===== src/logic/audio_pkg.sv =====
`default_nettype none

package audio_pkg;

    typedef logic signed [15:0] sample_t;   // Signed audio sample
    typedef logic        [15:0] mag_t;      // Unsigned magnitude, abs value or peak
    typedef logic        [3:0]  thresh_t;   // Threshold code, top bits of a magnitude

    localparam int WIN_DEPTH    = 4;        // Look-ahead taps, newest to oldest
    localparam int THRESH_SHIFT = 11;       // Threshold code lands on mag bits 14..11
    localparam int FACTOR_W     = 4;        // Excess bits used as multiplier

    localparam thresh_t RESET_THRESH = thresh_t'(15);  // Max code, compression idle

    // Two's-complement magnitude
    // -32768 wraps to 0x8000, inputs are kept inside +/-32767
    function automatic mag_t abs_mag(input sample_t s);
        mag_t m;
        if (s[15]) begin
            m = mag_t'(-s);                 // Negate negative sample
        end else begin
            m = mag_t'(s);                  // Positive passes as is
        end
        return m;
    endfunction

endpackage

`default_nettype wire


===== src/logic/window_if.sv =====
`timescale 1ns/1ps
`default_nettype none

interface window_if;
    import audio_pkg::*;

    sample_t tap0;                          // Newest sample
    sample_t tap1;
    sample_t tap2;
    sample_t tap3;                          // Oldest sample, the one compressed

    modport producer (
        output tap0,
        output tap1,
        output tap2,
        output tap3
    );

    modport consumer (
        input tap0,
        input tap1,
        input tap2,
        input tap3
    );

endinterface

`default_nettype wire


===== src/logic/sample_window.sv =====
`timescale 1ns/1ps
`default_nettype none

module sample_window (
    input  logic              clk,
    input  logic              rst_n,
    input  logic              shift,        // Advance strobe from control
    input  audio_pkg::sample_t sample_in,
    window_if.producer        win
);
    import audio_pkg::*;

    sample_t taps [WIN_DEPTH];              // taps[0] newest, taps[WIN_DEPTH-1] oldest

    always_ff @(posedge clk or negedge rst_n) begin
        if (!rst_n) begin
            for (int i = 0; i < WIN_DEPTH; i++) begin
                taps[i] <= '0;              // Window starts silent
            end
        end else if (shift) begin
            taps[0] <= sample_in;           // New sample enters at the front
            for (int i = 1; i < WIN_DEPTH; i++) begin
                taps[i] <= taps[i-1];       // Everything ages by one
            end
        end
        // Between strobes the history is held
    end

    assign win.tap0 = taps[0];
    assign win.tap1 = taps[1];
    assign win.tap2 = taps[2];
    assign win.tap3 = taps[WIN_DEPTH-1];    // Oldest entry feeds the gain stage

endmodule

`default_nettype wire


===== src/logic/peak_detect.sv =====
`timescale 1ns/1ps
`default_nettype none

module peak_detect (
    window_if.consumer     win,
    output audio_pkg::mag_t peak            // Largest magnitude in the window
);
    import audio_pkg::*;

    mag_t mag0;                             // Per-tap magnitudes
    mag_t mag1;
    mag_t mag2;
    mag_t mag3;

    mag_t max01;                            // First level of the compare tree
    mag_t max23;

    assign mag0 = abs_mag(win.tap0);
    assign mag1 = abs_mag(win.tap1);
    assign mag2 = abs_mag(win.tap2);
    assign mag3 = abs_mag(win.tap3);

    // Pairwise compare, newer pair and older pair
    always_comb begin
        if (mag0 >= mag1) begin
            max01 = mag0;
        end else begin
            max01 = mag1;
        end

        if (mag2 >= mag3) begin
            max23 = mag2;
        end else begin
            max23 = mag3;
        end
    end

    // Final compare of the two pair winners
    always_comb begin
        if (max01 >= max23) begin
            peak = max01;
        end else begin
            peak = max23;
        end
    end

endmodule

`default_nettype wire


===== src/logic/gain_reducer.sv =====
`timescale 1ns/1ps
`default_nettype none

module gain_reducer (
    input  logic               clk,
    input  logic               rst_n,
    window_if.consumer         win,
    input  audio_pkg::mag_t    peak,        // Window peak magnitude
    input  audio_pkg::thresh_t thresh,      // Threshold code from control
    input  logic               bypass,      // Pass tap3 unchanged
    input  logic               out_load,    // Capture strobe from control
    output audio_pkg::sample_t out_sample
);
    import audio_pkg::*;

    localparam int MAG_W  = $bits(mag_t);
    localparam int PROD_W = MAG_W + FACTOR_W;   // 16 x 4 bit product

    mag_t                thresh_mag;        // Threshold as a magnitude
    logic [MAG_W:0]      excess;            // Peak minus threshold, MSB is sign
    logic                over;              // Peak at or above threshold
    logic [FACTOR_W-1:0] factor;            // Top bits of the excess
    mag_t                tap3_mag;
    logic [PROD_W-1:0]   product;
    mag_t                modifier;          // Amount pulled toward zero
    sample_t             mod_s;
    sample_t             processed;

    assign thresh_mag = mag_t'(thresh) << THRESH_SHIFT;
    assign excess     = {1'b0, peak} - {1'b0, thresh_mag};
    assign over       = ~excess[MAG_W];     // Negative excess means no compression
    assign factor     = excess[THRESH_SHIFT+FACTOR_W-1:THRESH_SHIFT];

    assign tap3_mag = abs_mag(win.tap3);
    assign product  = PROD_W'(tap3_mag) * PROD_W'(factor);

    // Normalize by the leading bit of the peak, bit 14 down to bit 11
    // Ascending scan so the highest set bit wins
    always_comb begin
        modifier = '0;
        if (over) begin
            for (int b = THRESH_SHIFT; b < THRESH_SHIFT + FACTOR_W; b++) begin
                if (peak[b]) begin
                    modifier = mag_t'(product >> (b + 1));  // Bit 14 gives >> 15
                end
            end
        end
    end

    assign mod_s = sample_t'(modifier);     // Small positive value, fits signed

    // Move tap3 toward zero
    always_comb begin
        if (bypass) begin
            processed = win.tap3;
        end else if (win.tap3[15]) begin
            processed = win.tap3 + mod_s;   // Negative sample rises
        end else begin
            processed = win.tap3 - mod_s;   // Positive sample falls
        end
    end

    always_ff @(posedge clk or negedge rst_n) begin
        if (!rst_n) begin
            out_sample <= '0;
        end else if (out_load) begin
            out_sample <= processed;        // Held until the next load
        end
    end

endmodule

`default_nettype wire


===== src/logic/comp_ctrl.sv =====
`timescale 1ns/1ps
`default_nettype none

module comp_ctrl (
    input  logic               clk,
    input  logic               rst_n,
    input  logic               sample_en,   // One cycle per accepted sample
    input  logic               thresh_we,
    input  audio_pkg::thresh_t thresh_in,
    input  logic               bypass_in,   // Level input sampled every clock
    output logic               shift,       // Window advance
    output logic               out_load,    // Output register capture
    output logic               out_valid,   // Aligned with out_sample
    output audio_pkg::thresh_t thresh,
    output logic               bypass
);
    import audio_pkg::*;

    localparam int CNT_W = $clog2(WIN_DEPTH + 1);

    logic [CNT_W-1:0] fill_cnt;             // Saturating count of samples in the window
    logic [CNT_W-1:0] fill_nxt;
    logic             full_nxt;             // Window full after this strobe

    assign shift = sample_en;               // Window moves on each accepted sample

    always_comb begin
        if (fill_cnt == CNT_W'(WIN_DEPTH)) begin
            fill_nxt = fill_cnt;            // Stays at full
        end else begin
            fill_nxt = fill_cnt + CNT_W'(1);
        end
    end

    assign full_nxt = (fill_nxt == CNT_W'(WIN_DEPTH));

    always_ff @(posedge clk or negedge rst_n) begin
        if (!rst_n) begin
            fill_cnt  <= '0;
            out_load  <= 1'b0;
            out_valid <= 1'b0;
            thresh    <= RESET_THRESH;
            bypass    <= 1'b0;
        end else begin
            if (sample_en) begin
                fill_cnt <= fill_nxt;
            end
            out_load  <= sample_en && full_nxt;     // Load one cycle after the strobe
            out_valid <= out_load;                  // Pulse with the new output value
            if (thresh_we) begin
                thresh <= thresh_in;
            end
            bypass <= bypass_in;
        end
    end

endmodule

`default_nettype wire


===== src/logic/amp_compressor.sv =====
`timescale 1ns/1ps
`default_nettype none

module amp_compressor (
    input  logic               clk,
    input  logic               rst_n,
    input  logic               sample_en,
    input  audio_pkg::sample_t sample_in,
    input  logic               thresh_we,
    input  audio_pkg::thresh_t thresh_in,
    input  logic               bypass_in,
    output audio_pkg::sample_t out_sample,
    output logic               out_valid
);
    import audio_pkg::*;

    logic    shift;                         // Control to window
    logic    out_load;                      // Control to gain stage
    thresh_t thresh;
    logic    bypass;
    mag_t    peak;                          // Peak detector to gain stage

    window_if win_bus ();                   // Four taps, window to consumers

    comp_ctrl comp_ctrl_inst (
        .clk       (clk),
        .rst_n     (rst_n),
        .sample_en (sample_en),
        .thresh_we (thresh_we),
        .thresh_in (thresh_in),
        .bypass_in (bypass_in),
        .shift     (shift),
        .out_load  (out_load),
        .out_valid (out_valid),
        .thresh    (thresh),
        .bypass    (bypass)
    );

    sample_window sample_window_inst (
        .clk       (clk),
        .rst_n     (rst_n),
        .shift     (shift),
        .sample_in (sample_in),
        .win       (win_bus.producer)
    );

    peak_detect peak_detect_inst (
        .win  (win_bus.consumer),
        .peak (peak)
    );

    gain_reducer gain_reducer_inst (
        .clk        (clk),
        .rst_n      (rst_n),
        .win        (win_bus.consumer),
        .peak       (peak),
        .thresh     (thresh),
        .bypass     (bypass),
        .out_load   (out_load),
        .out_sample (out_sample)
    );

endmodule

`default_nettype wire


===== config.mk =====
export PLATFORM = sky130hd
export DESIGN_NAME = amp_compressor
export DESIGN_NICKNAME = d
export VERILOG_FILES = /design/src/logic/audio_pkg.sv /design/src/logic/window_if.sv /design/src/logic/sample_window.sv /design/src/logic/peak_detect.sv /design/src/logic/gain_reducer.sv /design/src/logic/comp_ctrl.sv /design/src/logic/amp_compressor.sv
export SDC_FILE = /design/constraint.sdc
export NUM_CORES = 1
export LEC_CHECK = 0
export BUFFER_PORTS_ARGS = -buffer_cell sky130_fd_sc_hd__buf_4
export CORE_ASPECT_RATIO = 1.1
export CORE_MARGIN = 2
export CORE_UTILIZATION = 64
export DETAILED_ROUTE_END_ITERATION = 8
export PLACE_DENSITY = 0.82
export SYNTH_ARGS = -nofsm -noshare
export SYNTH_HDL_FRONTEND = slang
export SYNTH_SLANG_ARGS = --single-unit

===== constraint.sdc =====
create_clock -name clk -period 22.6 [get_ports clk]
set_input_delay 3.39 -clock clk [delete_from_list [all_inputs] [get_ports clk]]
set_output_delay 3.39 -clock clk [all_outputs]
set_load 0.03 [all_outputs]

## Word-level counts from Yosys, hierarchy flattened

Cells that the tools add are included.

| word-level totals | value |
|---|---|
| flip-flop bits (word level) | 90 |
| word-level logic and storage cells | 40 |

| cells by class | value |
|---|---|
| add/sub/neg operators | 8 |
| multiply operators | 1 |
| $lt $le $gt $ge | 3 |
| eq/ne operators | 2 |
| muxes and demuxes | 15 |
| reduce and logical (&&, ||, !) cells | 1 |

Operators by type and width:

| kind | count |
|---|---|
| two-way mux 16 bit | 13 |
| negator 16 bit | 4 |
| >= comparator 16 bit | 3 |
| multiplier 16 x 4 -> 20 bit | 1 |
| subtractor 16 x 15 -> 17 bit | 1 |
| adder 16 bit | 1 |
| subtractor 16 bit | 1 |
| two-way mux 8 bit | 1 |
| equality test 3 bit, second input constant | 2 |
| adder 3 x 1 -> 3 bit, second input constant | 1 |
| two-way mux 3 bit | 1 |
| logical AND 1 bit | 1 |

## Longest topological paths before layout

Gate-level depths: netlist (run 1).

| logic depth | value |
|---|---|
| depth after elaboration | 16 |
| mapped depth | 64 |

## Hierarchy

A second synthesis (run 1) with hierarchy kept.

| unflattened totals | value |
|---|---|
| cell total of the unflattened synthesis | 1090 |
| area total of the unflattened synthesis | 10154.7 um2 |

By module, submodules not included:

| module | times used | cells an instance | area an instance (um2) | sequential area each (um2) |
|---|---|---|---|---|
| gain_reducer | 1 | 533 | 4057.6 | 400.4 |
| peak_detect | 1 | 390 | 2989.1 | 0.0 |
| sample_window | 1 | 135 | 2678.8 | 1601.5 |
| comp_ctrl | 1 | 32 | 429.2 | 255.2 |

## Least setup slack after synthesis (run 1)

OpenSTA, ideal clock, no wires.

| timing path | value |
|---|---|
| path kind | register -> register |
| start point | register sample_window_inst.taps (netlist bit sample_window_inst.win.tap2[2]) |
| end point | register gain_reducer_inst.out_sample[14] |
| arrival time | 13132 ps |
| data required time | 22471 ps |
| setup slack | 9340 ps |
| stages on the path, launching flop included | 62 |
| period minus slack after synthesis | 13260 ps |
| cells stage by stage | dfrtp_1 > or4_1 > or4_1 > o41ai_1 > xor2_1 > inv_1 > ha_1 > a21o_1 > a21o_1 > a21oi_1 > o31ai_4 > nor2_1 > clkbuf_1 > clkbuf_1 > nand2_1 > o21ai_0 > ha_1 > a21o_1 > [... 26 more ...] > a31oi_1 > o221ai_2 > ha_1 > inv_1 > mux2i_1 > fa_1 > a21o_1 > a21oi_1 > o21bai_1 > a21oi_1 > o21bai_1 > a21oi_1 > o21bai_1 > a21oi_1 > o21ai_0 > a31oi_1 > xor2_1 > o21ai_0 |

| between the ends | value |
|---|---|
| cells in the longest elaborated chain, start to end | 16 |

RTL lines:

| item | line | text |
|---|---|---|
| from (decl) | sample_window.sv:13 | `sample_t taps [WIN_DEPTH];` |
| from (signal, indexed assignment) | sample_window.sv:23 | `taps[i] <= taps[i-1];` |
| negator 16 bit | audio_pkg.sv:20 | `m = mag_t'(-s);` |
| two-way mux 16 bit * | audio_pkg.sv:19 | `if (s[15]) begin` |
| >= comparator 16 bit | peak_detect.sv:31 | `if (mag2 >= mag3) begin` |
| two-way mux 16 bit * | peak_detect.sv:31 |  |
| >= comparator 16 bit | peak_detect.sv:40 | `if (max01 >= max23) begin` |
| two-way mux 16 bit * | peak_detect.sv:40 |  |
| subtractor 16 x 15 -> 17 bit | gain_reducer.sv:30 | `assign excess = {1'b0, peak} - {1'b0, thresh_mag};` |
| multiplier 16 x 4 -> 20 bit | gain_reducer.sv:35 | `assign product = PROD_W'(tap3_mag) * PROD_W'(factor);` |
| two-way mux 8 bit | gain_reducer.sv:43 | `if (peak[b]) begin` |
| two-way mux 16 bit (3 in series) | gain_reducer.sv:43 |  |
| two-way mux 16 bit * | gain_reducer.sv:41 | `if (over) begin` |
| subtractor 16 bit / adder 16 bit (equally long branches) | gain_reducer.sv:59, gain_reducer.sv:57 |  |
| two-way mux 16 bit * | gain_reducer.sv:56 | `end else if (win.tap3[15]) begin` |
| two-way mux 16 bit * | gain_reducer.sv:54 | `if (bypass) begin` |
| to (signal assigned) | gain_reducer.sv:67 | `out_sample <= processed;` |
| to (decl) | gain_reducer.sv:12 | `output audio_pkg::sample_t out_sample` |

Mark *: on every way between the ends. The rest lies on a longest branch, timed or not.
A chain may end at the register's enable or synchronous reset.

## Worst setup path after layout (run 1)

| timing path | value |
|---|---|
| start point | register sample_window_inst.taps (netlist bit sample_window_inst.win.tap0[0]) |
| end point | register gain_reducer_inst.out_sample[14] |

| between the ends | value |
|---|---|
| cells in the longest elaborated chain, start to end | 16 |

RTL lines:

| item | line | text |
|---|---|---|
| negator 16 bit | audio_pkg.sv:20 |  |
| two-way mux 16 bit * | audio_pkg.sv:19 |  |
| >= comparator 16 bit | peak_detect.sv:25 | `if (mag0 >= mag1) begin` |
| two-way mux 16 bit * | peak_detect.sv:25 |  |
| >= comparator 16 bit | peak_detect.sv:40 |  |
| two-way mux 16 bit * | peak_detect.sv:40 |  |
| subtractor 16 x 15 -> 17 bit | gain_reducer.sv:30 |  |
| multiplier 16 x 4 -> 20 bit | gain_reducer.sv:35 |  |
| two-way mux 8 bit | gain_reducer.sv:43 |  |
| two-way mux 16 bit (3 in series) | gain_reducer.sv:43 |  |
| two-way mux 16 bit * | gain_reducer.sv:41 |  |
| subtractor 16 bit / adder 16 bit (equally long branches) | gain_reducer.sv:59, gain_reducer.sv:57 |  |
| two-way mux 16 bit * | gain_reducer.sv:56 |  |
| two-way mux 16 bit * | gain_reducer.sv:54 |  |

Marked as above.

==> impl_results.md, run 1 <==
- CP endpoint kind: register
- Sequential-to-total area share from yosys stat: approximately 24%
- Top Ports: 42
- Fillers: around 1200
- Synth Register Bits: 90
- CP Launch Type: register
- Worst path required time: about 23 ns
- Post-synth EDFFs: 0
- Async SR Flop Fraction: 100%
- Fin nets: 1214
- Max Fanout on Critical Path: 20
- Multi-input gate area: between 6000 and 7000 um^2
- Hold crit path type: register to register
- Worst slack, placed: ~8.2 ns
- Crit share post-route: about two thirds
- Pin count of the biggest net entering global routing: 80
- Placer Congestion: 0.985
- Post-layout util: between 70 and 80%
- Final Critical Period: about 15 ns
- Initial Utilization: around two thirds
- Cell area after synthesis: just over 9000 um^2
- Max cap viols: 0
- Total GRT Usage: between 20% and 30%
- Synthesized Nets: roughly 1200
- Most used cell, CP: a21oi_1
- Yosys Warn Count: 0
- Vias per cell: a little over 6
- Via count: about 8000
- Final Slew Violations: 0
- Mapped Cells: roughly 1000
- Status: finished, final reports clean
- Setup bufs post-CTS: 0
- Reg clk slew, reported paths: roughly 0.07 ns
- Worst-Margin Slew: around 1.0 ns
- R2R Setup Slk: a little under 8 ns
- Final ANT Viol Nets: 0
- Post-CTS resize count: 0
- # clock sinks: 90
- Number of CTS-inserted buffers: 9
- Syn_area_per_cell: roughly 8.8 um^2
- CP max-delay cell: a21oi_1
- Sequential Area: between 2000 and 2500 um^2
- # rows: 46
- Ys flop type: dfrtp_1
- H-tree lvl count: 3
- Unrepaired setup endpoints after global routing: no
- Antenna cells: 0
- Setup TNS: 0 ns
- Skew final: around 0.0077 ns
- Core area: ~14000 um^2
- Root buffer cell: clkbuf_16
- Drt pass-1 iters: 8
- CTS tree: yes
- Die Span Y: between 100 and 150 um
- DRC viols: 0
- Clock buffer depth: 2
- Fin. Hold Viols: 0
- Port bufs: 41
- Kind of critical path: register to register
- GR Overflow Total: 0
- Crit-path max cell delay: 0.68 ns
- Detailed placement HPWL: 17.3 mm
- First-pass GRT wire length: ~37 mm
- Drt first-iter violations: roughly 680
- Antenna violations before repair: 0
- Distinct cells, synth: 76
- Vias in the first global route: between 7000 and 8000
- Setup WS post-layout: between 7 and 8 ns
- WL per Instance: 17.6 um
- Fmax: a little under 70 MHz
- Die Width: ~120 um
- Fraction of layout cells with a size suffix above 1: 15.0%
- Relative slew slack: a little under a third
- Hold WS: around 0.52 ns
- Area grow syn2layout: 7.97%
- DIE AREA: roughly 15000 um^2
- Cts hold-fix bufs: 0
- Worst-skew pair later-pin latency: approximately 0.36 ns
- Critical path data arrival time: between 10 and 15 ns
- Post-Route WL: around 22 mm
- Setup violators final: 0
-- metrics by stage --
step | cells | instance area [um^2]
global route | 1262 | 10000
detailed placement | 1246 | 9700
floorplan | 1048 | 9270
finish | 1262 | 10000
CTS | 1262 | 10000
global placement | 1246 | 9700
-- area by class of cell --
type / instances / area share [%]
flip-flops and latches: 90 / 22.6
well taps: 192 / 2.40
inverters: 78 / 2.93
repair buffers: 48 / 3.60
clock buffers: 9 / 2.25
multi-input cells: 838 / 65.5
clock inverters: 7 / 0.763
-- cells by family after synthesis --
family          share of synthesized area, %
xor+xnor                                7.47
compound gates                          20.3
flops                                   24.4
mux                                     8.05
fa+ha+maj                               19.1
simple gates                            15.7
buf+inv                                 4.97
-- metal layers --
metal | share of wire, % | up-vias | track usage, %
met3 | 5.0 | 58 | 4.15
met2 | 48 | 244 | 49.7
met5 | 0 | - | 0
li1 | - | 3813 | -
met1 | 43 | 3725 | 38.7
met4 | 3.9 | 0 | 13.7
-- cell usage after synthesis (3+ instances only) --
cell type  count  share of area (%)
a2111oi_0      4               0.38
a211oi_1       6               0.49
a21o_1        24                1.9
a21oi_1       73                3.9
a31oi_1       14               0.95
and2_1         4               0.27
and3_1         5               0.34
and4_1         5               0.47
clkbuf_1      38                1.5
dfrtp_1       86                 23
dfstp_2        4                1.1
fa_1          29                6.3
ha_1          95                 13
inv_1         77                3.1
mux2_2        59                7.2
mux2i_1        7               0.76
nand2_1       58                2.3
nand2b_1      15                1.0
nand3_1       12               0.65
nand4_1        8               0.54
nor2_1       106                4.3
nor2b_1        9               0.61
nor3_1         9               0.49
nor4_1         4               0.27
o2111ai_1      4               0.38
o211a_1        4               0.43
o211ai_1      16                1.3
o21a_1         7               0.57
o21ai_0       59                3.2
o21bai_1       7               0.57
o31ai_1       22                1.8
o41ai_1       10               0.95
or2_2         16                1.1
or3_1         12               0.81
or4_1         11               0.89
or4_4          3               0.36
xnor2_1       43                4.1
xor2_1        36                3.4
-- registers in the layout (all words and copies together), names as in the netlist --
register	flops
comp_ctrl_inst.fill_cnt	3
sample_window_inst.win.tap3	16
comp_ctrl_inst.bypass	1
gain_reducer_inst.out_sample	16
comp_ctrl_inst.out_load	1
sample_window_inst.win.tap0	16
comp_ctrl_inst.out_valid	1
sample_window_inst.win.tap2	16
sample_window_inst.win.tap1	16
comp_ctrl_inst.thresh	4
-- worst max-delay path: cells and delay by family, from the launching register on --
family / cells / cell delay (ns)
buf+inv: 7 / 0.96
simple gates: 7 / 1.86
mux: 1 / 0.10
xor+xnor: 4 / 1.07
fa+ha+maj: 9 / 3.34
flops: 1 / 0.40
compound gates: 28 / 6.76
-- cell usage in the layout (no fill, tap or decap), drive strengths merged, types with 11 or more instances in the layout --
cell type and instances:
nor2 106, ha 95, dfrtp 86, inv 83
a21oi 73, o21ai 60, mux2 60, nand2 58
buf 48, xnor2 43, xor2 36, fa 29
a21o 24, o31ai 23, or2 16, o211ai 16
nand2b 15, a31oi 14, or4 14, or3 12
nand3 12, o41ai 11, nor3 11
-- final timing paths --
path                                                     to  cells after the start                           start
setup / recovery           gain_reducer_inst.out_sample[14]                     56  sample_window_inst.win.tap0[0]
hold / removal                     comp_ctrl_inst.thresh[2]                      2        comp_ctrl_inst.thresh[2]
setup reg to reg           gain_reducer_inst.out_sample[14]                     56  sample_window_inst.win.tap0[0]
hold reg to reg                    comp_ctrl_inst.thresh[2]                      2        comp_ctrl_inst.thresh[2]
max in group asynchronous   sample_window_inst.win.tap1[15]                      2                           rst_n
min in group asynchronous   gain_reducer_inst.out_sample[0]                      1                           rst_n
Power of run 1 is left out: the tool's default activity adds up to more than one toggle a clock period on the data nets, which glitch-free logic cannot reach.
==> run 2: changes to the inputs <==
Settings changed: ABC_AREA set to 1.
Clock period 22.6 ns to 15.2 ns, I/O delays scaled along.
==> impl_results.md, run 2 <==
- Vias per cell: ~5.6
- CP endpoint kind: register
- Fin. Hold Viols: 0
- Distinct cells, synth: 55
- # rows: 46
- Drt first-iter violations: around 650
- Worst path required time: approximately 15 ns
- Antenna cells: 0
- Via count: a little under 9000
- Grt met1 use: about two fifths
- Sequential-to-total area share from yosys stat: between 20% and 30%
- Async SR Flop Fraction: 100%
- Post-CTS resize count: 0
- Syn_area_per_cell: 7.03 um^2
- Crit-path max cell delay: approximately 1 ns
- Die Span Y: around 130 um
- Placer Congestion: ~0.97
- First-pass GRT wire length: 40.8 mm
- WL per Instance: between 15 and 20 um
- Max cap viols: 0
- Final ANT Viol Nets: 0
- Synth Area in XOR/XNOR: ~5.7%
- CP Launch Type: register
- Fin nets: approximately 1500
- Post-synth EDFFs: 0
- Status: finished, final reports clean
- Unrepaired setup endpoints after global routing: no
- Number of CTS-inserted buffers: 9
- Yosys Warn Count: 0
- Die Width: 121 um
- Post-Route WL: roughly 25 mm
- Ys flop type: dfrtp_1
- DIE AREA: 16000 um^2
- # clock sinks: 90
- Initial Utilization: between 60 and 70%
- Skew final: roughly 0.011 ns
- Worst-Margin Slew: between 1 and 1.5 ns
- DRC viols: 0
- Fraction of layout cells with a size suffix above 1: ~11%
- CTS tree: yes
- Crit share post-route: 88.7%
- Final Slew Violations: 0
- Setup TNS: 0 ns
- Worst Hold End: gain_reducer_inst.out_sample[12]
- Hold Path Cell Cnt: 2
- Drt pass-1 iters: 5
- Pin count of the biggest net entering global routing: 84
- Mapped Cells: roughly 1400
- Root buffer cell: clkbuf_16
- GRT met2 Usage: 54.2%
- Cell area after synthesis: about 9600 um^2
- Post-synth top area share: 22.4%
- Simple-Gate Fraction of Synth Area: between 20% and 30%
- R2R Path End: gain_reducer_inst.out_sample[14]
- Most frequent cells in the layout: 315 x nand2_1, 182 x inv_1, 142 x o21ai_0, 108 x nor2_1, 95 x ha_1
- Multiplexer share of the synthesized area: 0.117%
- R2R Setup Slk: between 1.5 and 2 ns
- Setup WS post-layout: 1.71 ns
- CP max-delay cell: xnor2_1
- Post-synthesis compound-gate area fraction: between 15 and 20%
- Hold Startpoint: gain_reducer_inst.out_sample[12]
- Area after DPL: about 10000 um^2
- Most common cell in the netlist: nand2_1
- Final Cell Area: between 10000 and 15000 um^2
- Largest area contributor in the netlist: dfrtp_1
- Cts hold-fix bufs: 0
- Synth top area cells: dfrtp_1 22%, ha_1 12%, nand2_1 12%
- GRT met3 Usage: between 3 and 4%
- Area grow syn2layout: 7.23%
- Most used cell, CP: nand2_1
- Commonest cells in the netlist: 315 x nand2_1, 182 x inv_1, 142 x o21ai_0
- Total GRT Usage: between 30% and 40%
- Fmax: around 74 MHz
- Port bufs: 41
- Core area: 14600 um^2
- Leading cell type in the layout, fill and taps excluded: nand2_1
- Vias in the first global route: about 8600
- Max Fanout on Critical Path: 29
- Adder-cell area share of the yosys netlist: 18.4%
- Worst-skew pair later-pin latency: between 0.3 and 0.4 ns
- Top Ports: 42
- Final Critical Period: 13.49 ns
- Setup violators final: 0
- Hold crit path type: register to register
- Synth Register Bits: 90
- Crit Reg-Reg Startpoint: sample_window_inst.win.tap1[0]
- Relative slew slack: roughly 16%
- Critical path data arrival time: approximately 14 ns
- Worst slack, placed: 1.80 ns
- Kind of critical path: register to register
- GR Overflow Total: 0
- Worst r2r path cells: between 60 and 70
- Reg clk slew, reported paths: 0.08 ns
- Largest family of logic cells by synthesized area: simple AND/OR/NAND/NOR gates
- Synthesized Nets: around 1500
- Global route hottest layer: met2
- Detailed placement HPWL: between 15 and 20 mm
- H-tree lvl count: 3
- Clock buffer depth: 2
- Antenna violations before repair: 0
- Setup bufs post-CTS: 0
-- run 2: stage by stage --
stage          instances  util, %  hold WS (ns)
2_1_floorplan       1367        -         0.450
3_3_place_gp        1565     68.7         0.462
3_5_place_dp        1565     68.7         0.467
4_1_cts             1581     70.8         0.488
5_1_grt             1581     70.8         0.502
6_report            1581     70.8         0.481
-- run 2: worst max path at each step --
stage                                         startpoint                                to  depth (start not counted)
after global routing      sample_window_inst.win.tap1[0]  gain_reducer_inst.out_sample[14]                         70
final                     sample_window_inst.win.tap1[0]  gain_reducer_inst.out_sample[14]                         69
after CTS                 sample_window_inst.win.tap1[0]  gain_reducer_inst.out_sample[14]                         69
after detailed placement  sample_window_inst.win.tap1[0]  gain_reducer_inst.out_sample[14]                         69
after floorplan           sample_window_inst.win.tap3[2]  gain_reducer_inst.out_sample[14]                         77
after global placement    sample_window_inst.win.tap1[0]  gain_reducer_inst.out_sample[14]                         70
-- run 2: cell families after synthesis --
family,after synthesis
muxes,1
DFF,90
xor gates and xnor gates,63
AOI/OAI and AO/OA,270
buffers and inverters,241
and+or+nand+nor,578
adders and majority gates,124
-- run 2: cell type report --
class,count,area (um^2)
Tap cell,192,240
Multi-Input combinational cell,1036,6400
Clock buffer,9,225
Timing Repair Buffer,43,323
Sequential cell,90,2260
Clock inverter,7,80.1
Fill cell,1288,4250
Inverter,204,782
-- run 2: critical path, delay by kind of cell, from the launching register on --
family                     cells  cell delay (ns)
xor gates and xnor gates       4             1.36
and+or+nand+nor               26             3.32
adders and majority gates      9             3.26
buffers and inverters         10             1.05
DFF                            1             0.42
AOI/OAI and AO/OA             20             3.94
-- run 2: per-layer routing --
| metal | up-vias | share of wire (%) |
|---|---|---|
| met2 | 310 | 49 |
| li1 | 4420 | - |
| met1 | 4129 | 42 |
| met4 | 0 | 4.0 |
| met3 | 63 | 5.4 |
| met5 | - | 0 |
Power of run 2 is left out for the same reason.
==> run 3: changes to the inputs <==
Settings changed: CORE_UTILIZATION 64 to 45, PLACE_DENSITY 0.82 to 0.61, REMOVE_ABC_BUFFERS set to 1.
==> impl_results.md, run 3 (same netlist as run 2, synthesis figures left out) <==
- Status: finished, final reports clean
- Reg clk slew, reported paths: 0.08 ns
- Critical Path Start: sample_window_inst.win.tap0[0]
- Fin nets: between 1500 and 2000
- Vias per cell: 5.13
- Worst-skew pair later-pin latency: between 0.3 and 0.4 ns
- CP Launch Type: register
- Critical path data arrival time: 13.26 ns
- Vias in the first global route: 8413
- DRC viols: 0
- Antenna cells: 0
- Die Width: between 100 and 150 um
- Final Critical Period: between 10 and 15 ns
- Port bufs: 41
- Core area: 21200 um^2
- Clock buffer depth: 2
- Max cap viols: 0
- Hold Path Cell Cnt: 2
- Number of CTS-inserted buffers: 9
- WL per Instance: approximately 15 um
- Final Slew Violations: 0
- GR Overflow Total: 0
- Drt first-iter violations: between 300 and 400
- Fillers: ~2200
- Post-layout util: 49.4%
- # clock sinks: 90
- Max Fanout on Critical Path: 29
- Most frequent cells in the layout: 315 x nand2_1, 182 x inv_1, 142 x o21ai_0, 108 x nor2_1, 95 x ha_1
- Die Span Y: roughly 160 um
- Setup TNS: 0 ns
- Worst slack, placed: approximately 2.2 ns
- Fin. Hold Viols: 0
- Antenna violations before repair: 0
- R2R Path End: gain_reducer_inst.out_sample[14]
- Relative slew slack: 38.9%
- CTS tree: yes
- Most used cell, CP: nand2_1
- Drt pass-1 iters: 6
- CP endpoint kind: register
- Fmax: between 70 and 80 MHz
- Skew final: between 0.01 and 0.015 ns
- Setup violators final: 0
- First-pass GRT wire length: 41.7 mm
- Hold Startpoint: sample_window_inst.win.tap0[6]
- Hold crit path type: register to register
- Worst-Margin Slew: between 0.9 and 1 ns
- Crit Reg-Reg Startpoint: sample_window_inst.win.tap0[0]
- DIE AREA: ~23000 um^2
- Detailed placement HPWL: around 20 mm
- Worst Hold End: sample_window_inst.win.tap1[6]
- Setup bufs post-CTS: 0
- Crit-path max cell delay: between 0.7 and 0.8 ns
- # rows: 56
- Cts hold-fix bufs: 0
- Pin count of the biggest net entering global routing: 86
- Post-CTS resize count: 0
- Via count: between 8000 and 9000
- Setup WS post-layout: between 2 and 2.5 ns
- Crit share post-route: between 80% and 90%
- Fraction of layout cells with a size suffix above 1: around 11%
- Worst path required time: 15.45 ns
- Initial Utilization: approximately 45%
- Multi-input gate area: between 6000 and 7000 um^2
- Final ANT Viol Nets: 0
- Unrepaired setup endpoints after global routing: no
- H-tree lvl count: 3
- Worst r2r path cells: 66
- Area grow syn2layout: 8.80%
- Kind of critical path: register to register
- Placer Congestion: 0.939
- CP max-delay cell: o21ai_0
- Leading cell type in the layout, fill and taps excluded: nand2_1
- R2R Setup Slk: approximately 2.2 ns
- Root buffer cell: clkbuf_16
- Sequential Area: between 2000 and 2500 um^2
- Post-Route WL: 24.4 mm
- Top Ports: 42
- Total GRT Usage: a little under a quarter
==> run 3: routing by layer <==
| metal | share of wire (%) | wire length, um | GRT usage (%) | vias up |
|---|---|---|---|---|
| li1 | - | - | - | 4431 |
| met1 | 46 | 11300 | 30.5 | 3971 |
| met2 | 46 | 11300 | 38.5 | 172 |
| met3 | 3.8 | 926 | 3.10 | 49 |
| met4 | 4.1 | 1010 | 9.38 | 0 |
| met5 | 0 | 0 | 0 | - |
==> run 3: final cells by class <==
class	count	area share (%)
Sequential cell	90	21.6
Timing Repair Buffer	45	3.23
Clock inverter	6	0.753
Inverter	204	7.48
Clock buffer	10	2.28
Multi-Input combinational cell	1036	61.2
Tap cell	290	3.47
==> run 3: worst max-delay path: cells and delay by family (launching register included) <==
family                   cells  cell delay [ns]
AO/OA/AOI/OAI               23             4.90
XOR/XNOR                     4             0.58
adder cells (fa/ha/maj)      8             3.13
buffers and inverters        9             1.05
flip-flops                   1             0.38
AND/OR/NAND/NOR             22             2.88
==> run 3: worst max-delay path by stage <==
stage	to	cells after the start
2_1_floorplan	gain_reducer_inst.out_sample[14]	70
3_3_place_gp	gain_reducer_inst.out_sample[14]	72
3_5_place_dp	gain_reducer_inst.out_sample[14]	66
4_1_cts	gain_reducer_inst.out_sample[14]	66
5_1_grt	gain_reducer_inst.out_sample[14]	70
6_report	gain_reducer_inst.out_sample[14]	66
==> run 3: through the flow <==
step	hold slack (ns)	std cells	cell area [um^2]
finish	0.482	1681	10500
global route	0.499	1681	10500
CTS	0.484	1681	10500
detailed placement	0.463	1665	10100
global placement	0.461	1665	10100
floorplan	0.447	1330	9440
Power of run 3 is left out for the same reason.
